$ cat src/hw/rv_core_pkg.sv
package rv_core_pkg;

  // --------------------
  // ALU operations
  typedef logic [3:0] alu_op_t;

  localparam alu_op_t ALU_ADD    = 4'd0;
  localparam alu_op_t ALU_SUB    = 4'd1;
  localparam alu_op_t ALU_SLL    = 4'd2;
  localparam alu_op_t ALU_SLT    = 4'd3;
  localparam alu_op_t ALU_SLTU   = 4'd4;
  localparam alu_op_t ALU_XOR    = 4'd5;
  localparam alu_op_t ALU_SRL    = 4'd6;
  localparam alu_op_t ALU_SRA    = 4'd7;
  localparam alu_op_t ALU_OR     = 4'd8;
  localparam alu_op_t ALU_AND    = 4'd9;
  localparam alu_op_t ALU_PASS_B = 4'd10;

  // ALU A operand source
  typedef logic [1:0] alu_a_sel_t;

  localparam alu_a_sel_t A_RS1  = 2'd0;
  localparam alu_a_sel_t A_ZERO = 2'd1;
  localparam alu_a_sel_t A_PC   = 2'd2;

  // Write-back source
  typedef logic [1:0] res_sel_t;

  localparam res_sel_t RES_ALU  = 2'd0;
  localparam res_sel_t RES_LOAD = 2'd1;
  localparam res_sel_t RES_PC4  = 2'd2;

endpackage

$ cat src/hw/rv_isa_pkg.sv
package rv_isa_pkg;

  localparam int XLEN = 32;

  typedef logic [XLEN-1:0] word_t;
  typedef logic [4:0]      reg_addr_t;
  typedef logic [3:0]      strb_t;

  // --------------------
  // Major opcodes
  localparam logic [6:0] OP_LUI    = 7'b0110111;
  localparam logic [6:0] OP_AUIPC  = 7'b0010111;
  localparam logic [6:0] OP_JAL    = 7'b1101111;
  localparam logic [6:0] OP_JALR   = 7'b1100111;
  localparam logic [6:0] OP_BRANCH = 7'b1100011;
  localparam logic [6:0] OP_LOAD   = 7'b0000011;
  localparam logic [6:0] OP_STORE  = 7'b0100011;
  localparam logic [6:0] OP_IMM    = 7'b0010011;
  localparam logic [6:0] OP_REG    = 7'b0110011;
  localparam logic [6:0] OP_SYSTEM = 7'b1110011;

  // --------------------
  // funct3 encodings
  localparam logic [2:0] F3_BEQ  = 3'b000;
  localparam logic [2:0] F3_BNE  = 3'b001;
  localparam logic [2:0] F3_BLT  = 3'b100;
  localparam logic [2:0] F3_BGE  = 3'b101;
  localparam logic [2:0] F3_BLTU = 3'b110;
  localparam logic [2:0] F3_BGEU = 3'b111;

  localparam logic [2:0] F3_LB  = 3'b000;
  localparam logic [2:0] F3_LH  = 3'b001;
  localparam logic [2:0] F3_LW  = 3'b010;
  localparam logic [2:0] F3_LBU = 3'b100;
  localparam logic [2:0] F3_LHU = 3'b101;

  localparam logic [2:0] F3_SB = 3'b000;
  localparam logic [2:0] F3_SH = 3'b001;
  localparam logic [2:0] F3_SW = 3'b010;

  // SUB and SRA share ADD and SRL, told apart by funct7 bit 5
  localparam logic [2:0] F3_ADD  = 3'b000;
  localparam logic [2:0] F3_SLL  = 3'b001;
  localparam logic [2:0] F3_SLT  = 3'b010;
  localparam logic [2:0] F3_SLTU = 3'b011;
  localparam logic [2:0] F3_XOR  = 3'b100;
  localparam logic [2:0] F3_SRL  = 3'b101;
  localparam logic [2:0] F3_OR   = 3'b110;
  localparam logic [2:0] F3_AND  = 3'b111;

  // --------------------
  // Instruction formats
  typedef struct packed {
    logic [6:0] funct7;
    reg_addr_t  rs2;
    reg_addr_t  rs1;
    logic [2:0] funct3;
    reg_addr_t  rd;
    logic [6:0] opcode;
  } r_fmt_t;

  typedef struct packed {
    logic [11:0] imm;
    reg_addr_t   rs1;
    logic [2:0]  funct3;
    reg_addr_t   rd;
    logic [6:0]  opcode;
  } i_fmt_t;

  // B format uses the same field layout
  typedef struct packed {
    logic [6:0] imm_hi;
    reg_addr_t  rs2;
    reg_addr_t  rs1;
    logic [2:0] funct3;
    logic [4:0] imm_lo;
    logic [6:0] opcode;
  } s_fmt_t;

  // J format uses the same field layout
  typedef struct packed {
    logic [19:0] imm;
    reg_addr_t   rd;
    logic [6:0]  opcode;
  } u_fmt_t;

  typedef union packed {
    r_fmt_t r;
    i_fmt_t i;
    s_fmt_t s;
    u_fmt_t u;
  } instr_t;

  localparam word_t I_NOP    = 32'h0000_0013;
  localparam word_t I_EBREAK = 32'h0010_0073;

endpackage

$ cat src/hw/rv_core.sv
`timescale 1ns/1ps

module rv_core
  import rv_isa_pkg::*;
  import rv_core_pkg::*;
(
  input  logic  clk,
  input  logic  reset,
  output word_t imem_addr,
  input  word_t imem_data,
  output word_t dmem_addr,
  input  word_t dmem_rdata,
  output logic  dmem_we,
  output word_t dmem_wdata,
  output strb_t dmem_wstrb,
  output logic  ebreak
);

  word_t      pc;
  word_t      next_pc;
  word_t      pc_plus4;
  reg_addr_t  rs1;
  reg_addr_t  rs2;
  reg_addr_t  rd;
  logic       reg_write;
  logic       mem_write;
  logic       alu_b_imm;
  logic       is_branch;
  logic       is_jump;
  logic       is_jalr;
  logic       is_ebreak;
  alu_a_sel_t alu_a_sel;
  alu_op_t    alu_op;
  res_sel_t   res_sel;
  logic [2:0] funct3;
  word_t      imm;
  word_t      rs1_data;
  word_t      rs2_data;
  word_t      alu_result;
  word_t      rd_data;
  logic       rf_we;

  // --------------------
  // Program counter
  always_ff @(posedge clk) begin
    if (reset) begin
      pc <= '0;
    end else begin
      pc <= next_pc;
    end
  end

  assign imem_addr = pc;

  // No writes of any kind while in reset
  assign rf_we   = reg_write && !reset;
  assign dmem_we = mem_write && !reset;
  assign ebreak  = is_ebreak && !reset;

  rv_decode u_decode (
    .instr     (imem_data),
    .rs1       (rs1),
    .rs2       (rs2),
    .rd        (rd),
    .reg_write (reg_write),
    .mem_write (mem_write),
    .alu_b_imm (alu_b_imm),
    .is_branch (is_branch),
    .is_jump   (is_jump),
    .is_jalr   (is_jalr),
    .is_ebreak (is_ebreak),
    .alu_a_sel (alu_a_sel),
    .alu_op    (alu_op),
    .res_sel   (res_sel),
    .funct3    (funct3),
    .imm       (imm)
  );

  rv_regfile u_regfile (
    .clk      (clk),
    .rs1_addr (rs1),
    .rs2_addr (rs2),
    .rs1_data (rs1_data),
    .rs2_data (rs2_data),
    .we       (rf_we),
    .rd_addr  (rd),
    .rd_data  (rd_data)
  );

  rv_execute u_execute (
    .pc         (pc),
    .rs1_data   (rs1_data),
    .rs2_data   (rs2_data),
    .imm        (imm),
    .alu_a_sel  (alu_a_sel),
    .alu_op     (alu_op),
    .alu_b_imm  (alu_b_imm),
    .is_branch  (is_branch),
    .is_jump    (is_jump),
    .is_jalr    (is_jalr),
    .funct3     (funct3),
    .alu_result (alu_result),
    .next_pc    (next_pc),
    .pc_plus4   (pc_plus4)
  );

  rv_result u_result (
    .alu_result (alu_result),
    .rs2_data   (rs2_data),
    .dmem_rdata (dmem_rdata),
    .funct3     (funct3),
    .mem_write  (mem_write),
    .res_sel    (res_sel),
    .pc_plus4   (pc_plus4),
    .dmem_addr  (dmem_addr),
    .dmem_wdata (dmem_wdata),
    .dmem_wstrb (dmem_wstrb),
    .rd_data    (rd_data)
  );

endmodule

$ cat src/hw/rv_decode.sv
`timescale 1ns/1ps

module rv_decode
  import rv_isa_pkg::*;
  import rv_core_pkg::*;
(
  input  instr_t     instr,
  output reg_addr_t  rs1,
  output reg_addr_t  rs2,
  output reg_addr_t  rd,
  output logic       reg_write,
  output logic       mem_write,
  output logic       alu_b_imm,
  output logic       is_branch,
  output logic       is_jump,
  output logic       is_jalr,
  output logic       is_ebreak,
  output alu_a_sel_t alu_a_sel,
  output alu_op_t    alu_op,
  output res_sel_t   res_sel,
  output logic [2:0] funct3,
  output word_t      imm
);

  word_t imm_i;
  word_t imm_s;
  word_t imm_b;
  word_t imm_u;
  word_t imm_j;

  // Shared by register and immediate forms
  function automatic alu_op_t alu_from_f3(input logic [2:0] f3, input logic alt);
    alu_op_t op;
    case (f3)
      F3_ADD:  op = alt ? ALU_SUB : ALU_ADD;
      F3_SLL:  op = ALU_SLL;
      F3_SLT:  op = ALU_SLT;
      F3_SLTU: op = ALU_SLTU;
      F3_XOR:  op = ALU_XOR;
      F3_SRL:  op = alt ? ALU_SRA : ALU_SRL;
      F3_OR:   op = ALU_OR;
      default: op = ALU_AND;
    endcase
    return op;
  endfunction

  // Register fields sit at the same bits in every format
  assign rs1    = instr.r.rs1;
  assign rs2    = instr.r.rs2;
  assign rd     = instr.r.rd;
  assign funct3 = instr.r.funct3;

  // --------------------
  // Immediates
  assign imm_i = {{20{instr.i.imm[11]}}, instr.i.imm};
  assign imm_s = {{20{instr.s.imm_hi[6]}}, instr.s.imm_hi, instr.s.imm_lo};
  assign imm_b = {{19{instr.s.imm_hi[6]}}, instr.s.imm_hi[6], instr.s.imm_lo[0],
                  instr.s.imm_hi[5:0], instr.s.imm_lo[4:1], 1'b0};
  assign imm_u = {instr.u.imm, 12'b0};
  assign imm_j = {{11{instr.u.imm[19]}}, instr.u.imm[19], instr.u.imm[7:0],
                  instr.u.imm[8], instr.u.imm[18:9], 1'b0};

  // --------------------
  // Control
  always_comb begin
    reg_write = 1'b0;
    mem_write = 1'b0;
    alu_b_imm = 1'b0;
    is_branch = 1'b0;
    is_jump   = 1'b0;
    is_jalr   = 1'b0;
    is_ebreak = 1'b0;
    alu_a_sel = A_RS1;
    alu_op    = ALU_ADD;
    res_sel   = RES_ALU;
    imm       = imm_i;

    case (instr.r.opcode)
      OP_LUI: begin
        reg_write = 1'b1;
        alu_b_imm = 1'b1;
        alu_a_sel = A_ZERO;
        alu_op    = ALU_PASS_B;
        imm       = imm_u;
      end
      OP_AUIPC: begin
        reg_write = 1'b1;
        alu_b_imm = 1'b1;
        alu_a_sel = A_PC;
        imm       = imm_u;
      end
      OP_JAL: begin
        reg_write = 1'b1;
        is_jump   = 1'b1;
        res_sel   = RES_PC4;
        imm       = imm_j;
      end
      OP_JALR: begin
        reg_write = 1'b1;
        is_jump   = 1'b1;
        is_jalr   = 1'b1;
        alu_b_imm = 1'b1;
        res_sel   = RES_PC4;
      end
      OP_BRANCH: begin
        is_branch = 1'b1;
        imm       = imm_b;
      end
      OP_LOAD: begin
        reg_write = 1'b1;
        alu_b_imm = 1'b1;
        res_sel   = RES_LOAD;
      end
      OP_STORE: begin
        mem_write = 1'b1;
        alu_b_imm = 1'b1;
        imm       = imm_s;
      end
      OP_IMM: begin
        reg_write = 1'b1;
        alu_b_imm = 1'b1;
        // Only SRAI uses the alternate bit, ADDI has no subtract form
        alu_op    = alu_from_f3(instr.i.funct3,
                                instr.i.imm[10] && (instr.i.funct3 == F3_SRL));
      end
      OP_REG: begin
        reg_write = 1'b1;
        alu_op    = alu_from_f3(instr.r.funct3, instr.r.funct7[5]);
      end
      OP_SYSTEM: begin
        is_ebreak = (instr == I_EBREAK);
      end
      default: begin
        reg_write = 1'b0;
      end
    endcase
  end

endmodule

$ cat src/hw/rv_execute.sv
`timescale 1ns/1ps

module rv_execute
  import rv_isa_pkg::*;
  import rv_core_pkg::*;
(
  input  word_t      pc,
  input  word_t      rs1_data,
  input  word_t      rs2_data,
  input  word_t      imm,
  input  alu_a_sel_t alu_a_sel,
  input  alu_op_t    alu_op,
  input  logic       alu_b_imm,
  input  logic       is_branch,
  input  logic       is_jump,
  input  logic       is_jalr,
  input  logic [2:0] funct3,
  output word_t      alu_result,
  output word_t      next_pc,
  output word_t      pc_plus4
);

  word_t      alu_a;
  word_t      alu_b;
  word_t      target;
  logic [4:0] shamt;
  logic       taken;

  // --------------------
  // ALU
  always_comb begin
    case (alu_a_sel)
      A_PC:    alu_a = pc;
      A_ZERO:  alu_a = '0;
      default: alu_a = rs1_data;
    endcase
  end

  assign alu_b = alu_b_imm ? imm : rs2_data;
  assign shamt = alu_b[4:0];

  always_comb begin
    case (alu_op)
      ALU_ADD:    alu_result = alu_a + alu_b;
      ALU_SUB:    alu_result = alu_a - alu_b;
      ALU_SLL:    alu_result = alu_a << shamt;
      ALU_SLT:    alu_result = {{(XLEN-1){1'b0}}, $signed(alu_a) < $signed(alu_b)};
      ALU_SLTU:   alu_result = {{(XLEN-1){1'b0}}, alu_a < alu_b};
      ALU_XOR:    alu_result = alu_a ^ alu_b;
      ALU_SRL:    alu_result = alu_a >> shamt;
      ALU_SRA:    alu_result = $signed(alu_a) >>> shamt;
      ALU_OR:     alu_result = alu_a | alu_b;
      ALU_AND:    alu_result = alu_a & alu_b;
      ALU_PASS_B: alu_result = alu_b;
      default:    alu_result = '0;
    endcase
  end

  // --------------------
  // Branch condition
  always_comb begin
    case (funct3)
      F3_BEQ:  taken = (rs1_data == rs2_data);
      F3_BNE:  taken = (rs1_data != rs2_data);
      F3_BLT:  taken = ($signed(rs1_data) < $signed(rs2_data));
      F3_BGE:  taken = ($signed(rs1_data) >= $signed(rs2_data));
      F3_BLTU: taken = (rs1_data < rs2_data);
      F3_BGEU: taken = (rs1_data >= rs2_data);
      default: taken = 1'b0;
    endcase
  end

  // JALR target comes from the ALU sum with bit 0 cleared
  assign target   = is_jalr ? {alu_result[XLEN-1:1], 1'b0} : pc + imm;
  assign pc_plus4 = pc + 32'd4;
  assign next_pc  = (is_jump || (is_branch && taken)) ? target : pc_plus4;

endmodule

$ cat src/hw/rv_regfile.sv
`timescale 1ns/1ps

module rv_regfile
  import rv_isa_pkg::*;
(
  input  logic      clk,
  input  reg_addr_t rs1_addr,
  input  reg_addr_t rs2_addr,
  output word_t     rs1_data,
  output word_t     rs2_data,
  input  logic      we,
  input  reg_addr_t rd_addr,
  input  word_t     rd_data
);

  word_t regs [32];

  // x0 is never written, so entry 0 is never read either
  always_ff @(posedge clk) begin
    if (we && (rd_addr != '0)) begin
      regs[rd_addr] <= rd_data;
    end
  end

  assign rs1_data = (rs1_addr == '0) ? '0 : regs[rs1_addr];
  assign rs2_data = (rs2_addr == '0) ? '0 : regs[rs2_addr];

endmodule

$ cat src/hw/rv_result.sv
`timescale 1ns/1ps

module rv_result
  import rv_isa_pkg::*;
  import rv_core_pkg::*;
(
  input  word_t      alu_result,
  input  word_t      rs2_data,
  input  word_t      dmem_rdata,
  input  logic [2:0] funct3,
  input  logic       mem_write,
  input  res_sel_t   res_sel,
  input  word_t      pc_plus4,
  output word_t      dmem_addr,
  output word_t      dmem_wdata,
  output strb_t      dmem_wstrb,
  output word_t      rd_data
);

  logic [1:0] byte_off;
  word_t      lane_data;
  word_t      load_data;

  assign dmem_addr = alu_result;
  assign byte_off  = alu_result[1:0];

  // --------------------
  // Store lanes
  always_comb begin
    case (funct3)
      F3_SB: begin
        dmem_wdata = {4{rs2_data[7:0]}};
        dmem_wstrb = strb_t'(4'b0001 << byte_off);
      end
      F3_SH: begin
        dmem_wdata = {2{rs2_data[15:0]}};
        dmem_wstrb = byte_off[1] ? 4'b1100 : 4'b0011;
      end
      F3_SW: begin
        dmem_wdata = rs2_data;
        dmem_wstrb = 4'b1111;
      end
      default: begin
        dmem_wdata = rs2_data;
        dmem_wstrb = 4'b0000;
      end
    endcase
    if (!mem_write) begin
      dmem_wstrb = 4'b0000;
    end
  end

  // --------------------
  // Load extraction, addressed lane moved down to bit 0
  assign lane_data = dmem_rdata >> {byte_off, 3'b000};

  always_comb begin
    case (funct3)
      F3_LB:   load_data = {{24{lane_data[7]}}, lane_data[7:0]};
      F3_LH:   load_data = {{16{lane_data[15]}}, lane_data[15:0]};
      F3_LW:   load_data = dmem_rdata;
      F3_LBU:  load_data = {24'b0, lane_data[7:0]};
      F3_LHU:  load_data = {16'b0, lane_data[15:0]};
      default: load_data = '0;
    endcase
  end

  always_comb begin
    case (res_sel)
      RES_LOAD: rd_data = load_data;
      RES_PC4:  rd_data = pc_plus4;
      default:  rd_data = alu_result;
    endcase
  end

endmodule

$ cat config.mk
export PLATFORM = sky130hd
export DESIGN_NAME = rv_core
export DESIGN_NICKNAME = d
export VERILOG_FILES = /design/src/hw/rv_core_pkg.sv /design/src/hw/rv_isa_pkg.sv /design/src/hw/rv_core.sv /design/src/hw/rv_decode.sv /design/src/hw/rv_execute.sv /design/src/hw/rv_regfile.sv /design/src/hw/rv_result.sv
export SDC_FILE = /design/constraint.sdc
export NUM_CORES = 2
export LEC_CHECK = 0
export BUFFER_PORTS_ARGS = -buffer_cell sky130_fd_sc_hd__buf_4
export CORE_UTILIZATION = 45
export CTS_CLUSTER_DIAMETER = 100
export CTS_CLUSTER_SIZE = 10
export DETAILED_ROUTE_END_ITERATION = 12
export MAX_ROUTING_LAYER = met4
export SYNTH_ARGS = -nofsm -noshare
export SYNTH_HDL_FRONTEND = slang
export SYNTH_SLANG_ARGS = --single-unit
export TNS_END_PERCENT = 5
$ cat constraint.sdc
create_clock -name clk -period 11.72 [get_ports clk]
set_input_delay 1.758 -clock clk [delete_from_list [all_inputs] [get_ports clk]]
set_output_delay 1.758 -clock clk [all_outputs]
set_load 0.01 [all_outputs]
==> impl_metrics.py <==
metrics = {
    "status": {
        "status": "finished clean",
    },
    "finish": {
        "nets": 5314,
        "drive_above_1_share": 0.228,
        "syn2layout_area_growth_pct": 12.1,
        "stdcell_area_sq_um": 71200,
        "instances_no_fill": 7003,
        "multi_input_area_sq_um": 30100,
        "fillers": 12100,
        "seq_area_sq_um": 31400,
    },
    "min_path": {
        "hold_class": "register to register",
        "hp-start": "imem_addr[0]",
    },
    "critical_path": {
        "worst-path-stages": 22,
        "arrival_ns": 9.74,
        "critPathMostFrequentCell": "buf_4",
        "critPathBufInv": 4,
        "crit_fanout": 63,
        "crit_type": "input port to output port",
        "worstSetupEndpoint": "dmem_addr[31]",
        "crit_path_top_delay_cell": "a2111oi_0",
        "r2r-end": "u_regfile.regs[8][11]",
        "critical_path.top_delay_family": "compound AO/OA/AOI/OAI gates",
        "slowest_delay_ns": 1.17,
        "required_ns": 9.96,
        "worstRegToRegCells": 25,
        "r2r_setup_slack_ns": 2.95,
        "startpoint": "imem_data[17]",
        "worstReg2RegStart": "u_regfile.regs[13][0]",
        "crit_chain": "buf_6 -> or3b_4 -> o22ai_1 -> a2111oi_0 -> nor3_1 -> a21oi_1 -> ha_1 -> o21bai_1 -> a21oi_1 -> o21bai_1 -> a2111oi_0 -> buf_4 -> nor2_1 -> a211oi_1 -> buf_4 -> o2bb2ai_1 -> a221oi_1 -> o22ai_1 -> o41ai_1 -> o21a_1 -> nand3_1 -> buf_4",
        "worst_setup_path_end_kind": "output port",
        "crit_path_start_kind": "input port",
    },
    "power": {
        "power.density_nw_per_um2": 157,
        "p_int_mw": 7.43,
        "p_seq_frac": 0.419,
        "p_sw_mw": 3.72,
        "power_frac_clock": 0.293,
        "power_frac_comb": 0.288,
        "max-vdd-ir-drop_mv": 0.144,
        "swShare": 0.334,
        "leakage_nw": 24.7,
    },
    "timing": {
        "tightest_slew_ns": 1.37,
        "fmax_ghz": 0.0870,
        "maxSlewHeadroom": 0.0626,
        "fin_crit_sh": 0.981,
        "hold_violations": 0,
        "whs_ns": 0.709,
        "setup_viol": 0,
        "fin_worst_skew_ns": 0.0830,
        "drv_slew": 0,
        "rsz0062_at_grt": "no",
        "tns_ns": 0,
        "min_period_ns": 11.50,
        "fin_ws_ns": 0.222,
    },
    "logic_synthesis": {
        "yosysTopAreaCell": "edfxtp_1",
        "yosysMostFrequentCell": "edfxtp_1",
        "syn_inst": 4887,
        "ys_top_cells_by_count": "edfxtp_1 (1024), mux4_2 (476), nand2_1 (375)",
        "ys_seq_area_frac": 0.495,
        "ys_warn_count": 0,
        "netlist.area_leader.share": 0.485,
        "netlist_area_sq_um": 63500,
        "syn_avg_cell_area_sq_um": 13.0,
        "synthFlopType": "edfxtp_1",
        "synth.area.top_cells": "edfxtp_1 (48%), mux4_2 (17%), mux2i_1 (3.5%)",
        "synthArstFlopShare": 0,
        "ys_types": 101,
        "ys_ff_latch": 1056,
        "synth_edf_count": 1024,
    },
    "clock_network": {
        "numCtsBuffers": 117,
        "clk_latency_ns": 0.78,
        "clk_pin_slew_ns": 0.06,
        "cts_resized": 0,
        "post-cts-setup-buffer-count": 0,
        "ctsRootBufferMaster": "clkbuf_16",
        "cts_sinks": 1056,
        "cts_htree_levels": 3,
        "cts_hold_buf": 0,
        "clockBufferDepth": 3,
        "cts_tree": "built",
    },
    "grt": {
        "grt_usage": 0.396,
        "antenna_found_initial": 14,
        "grt_pass1_vias": 47700,
        "grt_start_max_net_pins": 75,
        "grt_pass1_wl_mm": 380,
        "grt_overflow": 0,
    },
    "detailed_routing": {
        "drc": 0,
        "wl_mm": 276,
        "postRouteAntennaNets": 0,
        "vias": 50100,
        "via_per_inst": 7.15,
        "dr.pass1.iters": 7,
        "drt-initial-drc-count": 8105,
        "wire_per_inst_microns": 39.4,
    },
    "place": {
        "portBuffers": 167,
        "dp_slack_ns": 0.813,
        "place.gp.congestion": 1.08,
        "dpl_cell_area_sq_um": 67900,
        "dpl.hpwl_mm": 191,
        "placedCellCount": 6837,
    },
    "floorplan": {
        "dieArea_sq_um": 143000,
        "die_height_microns": 378,
        "fp.dieW_microns": 378,
        "rows": 137,
        "coreArea_sq_um": 140000,
        "io_pins": 168,
        "start_util": 0.454,
    },
    "run": {
        "maxCapViolCount": 0,
    },
}
## stage by stage
| step | total power, mW | utilization |
|---|---|---|
| global placement | 7.84 | 0.486 |
| floorplan | 6.47 | - |
| global route | 11.5 | 0.509 |
| CTS | 11.1 | 0.509 |
| finish | 11.2 | 0.509 |
| detailed placement | 7.84 | 0.486 |
## logic make-up (layout without fill, tap and decap cells)
group,after synthesis,after routing,share of synthesized area
buffers and inverters,551,747,0.0395
muxes,729,729,0.211
xor gates and xnor gates,63,63,0.00869
DFF,1056,1056,0.495
adders and majority gates,168,168,0.0335
AOI/OAI and AO/OA,1229,1229,0.133
other,1,45,0.0000591
and+or+nand+nor,1090,1090,0.0797
## worst reg2reg max path, cell delays in order, from the launching register on
cell and delay [ns]:
edfxtp_1 0.39, mux4_2 0.48, a22o_1 0.23, a2111oi_0 1.12, nor3_1 0.10, a21oi_1 0.71, ha_1 0.35, inv_1 0.08
fa_1 0.47, nand2b_1 0.10, a21oi_1 0.07, o21a_1 0.22, o31ai_1 0.24, buf_4 0.18, o21a_1 0.23, o41ai_1 0.16
o21ai_0 0.17, nor2b_1 0.24, o41ai_1 0.16, and4_1 0.30, buf_4 0.23, nor2_1 0.63, a22oi_1 0.21, o221ai_1 0.25
buf_4 0.15, a221o_1 0.85
## cell type report
type	instances	area share
flip-flops and latches	1056	0.441
multi-input cells	3311	0.423
repair buffers	416	0.0476
clock buffers	141	0.0424
well taps	1876	0.0330
inverters	178	0.00943
clock inverters	12	0.00311
diodes	13	0.000457
## cells in the final DEF (no fill, tap or decap), types with 19 or more instances in the layout
cell	instances
a31oi_1	22
and2_1	27
buf_4	393
or3_1	20
a22o_1	60
nand2_1	375
nor2_1	237
ha_1	165
mux2_2	23
nor3_1	67
mux2i_1	221
nand3_1	119
buf_12	19
o221ai_1	31
edfxtp_1	1024
nor2b_1	35
clkbuf_1	24
o21ai_0	224
o21bai_1	19
a211oi_1	72
clkbuf_16	117
o211ai_1	41
a211o_1	24
and3_1	45
nand4_1	36
o22ai_1	80
dfxtp_1	32
xnor2_1	37
o21a_1	29
conb_1	32
a21o_1	31
nand2b_1	29
a2111o_1	23
xor2_1	26
a21oi_1	277
a221oi_1	36
inv_1	170
mux4_2	476
a22oi_1	58
## flip-flops by register name (all words and copies together), names as in the netlist
register and flops:
imem_addr 32, u_regfile.regs 1024
## per-layer routing
metal,vias up,GRT usage,part of all wire
met4,0,0.206,0.059
met3,687,0.0897,0.11
met2,3637,0.572,0.44
met1,25800,0.522,0.39
li1,20000,-,-
met5,-,-,0
## power by group through the flow
stage / Combinational [mW] / Clock, mW / Sequential [mW]
floorplan: 1.72 / 0 / 4.75
global placement: 3.10 / 0 / 4.75
detailed placement: 3.10 / 0 / 4.75
CTS: 3.11 / 3.30 / 4.67
global route: 3.34 / 3.44 / 4.67
finish: 3.21 / 3.27 / 4.67
## worst min-delay path by stage
stage | endpoint | slack (ns) | cells after the start
after detailed placement | imem_addr[0] | 0.68 | 3
after global routing | imem_addr[0] | 0.74 | 3
final | imem_addr[0] | 0.71 | 3
after global placement | imem_addr[0] | 0.69 | 3
after floorplan | imem_addr[1] | 0.53 | 2
after CTS | imem_addr[0] | 0.69 | 3
(Power assumes the default switching activity.)
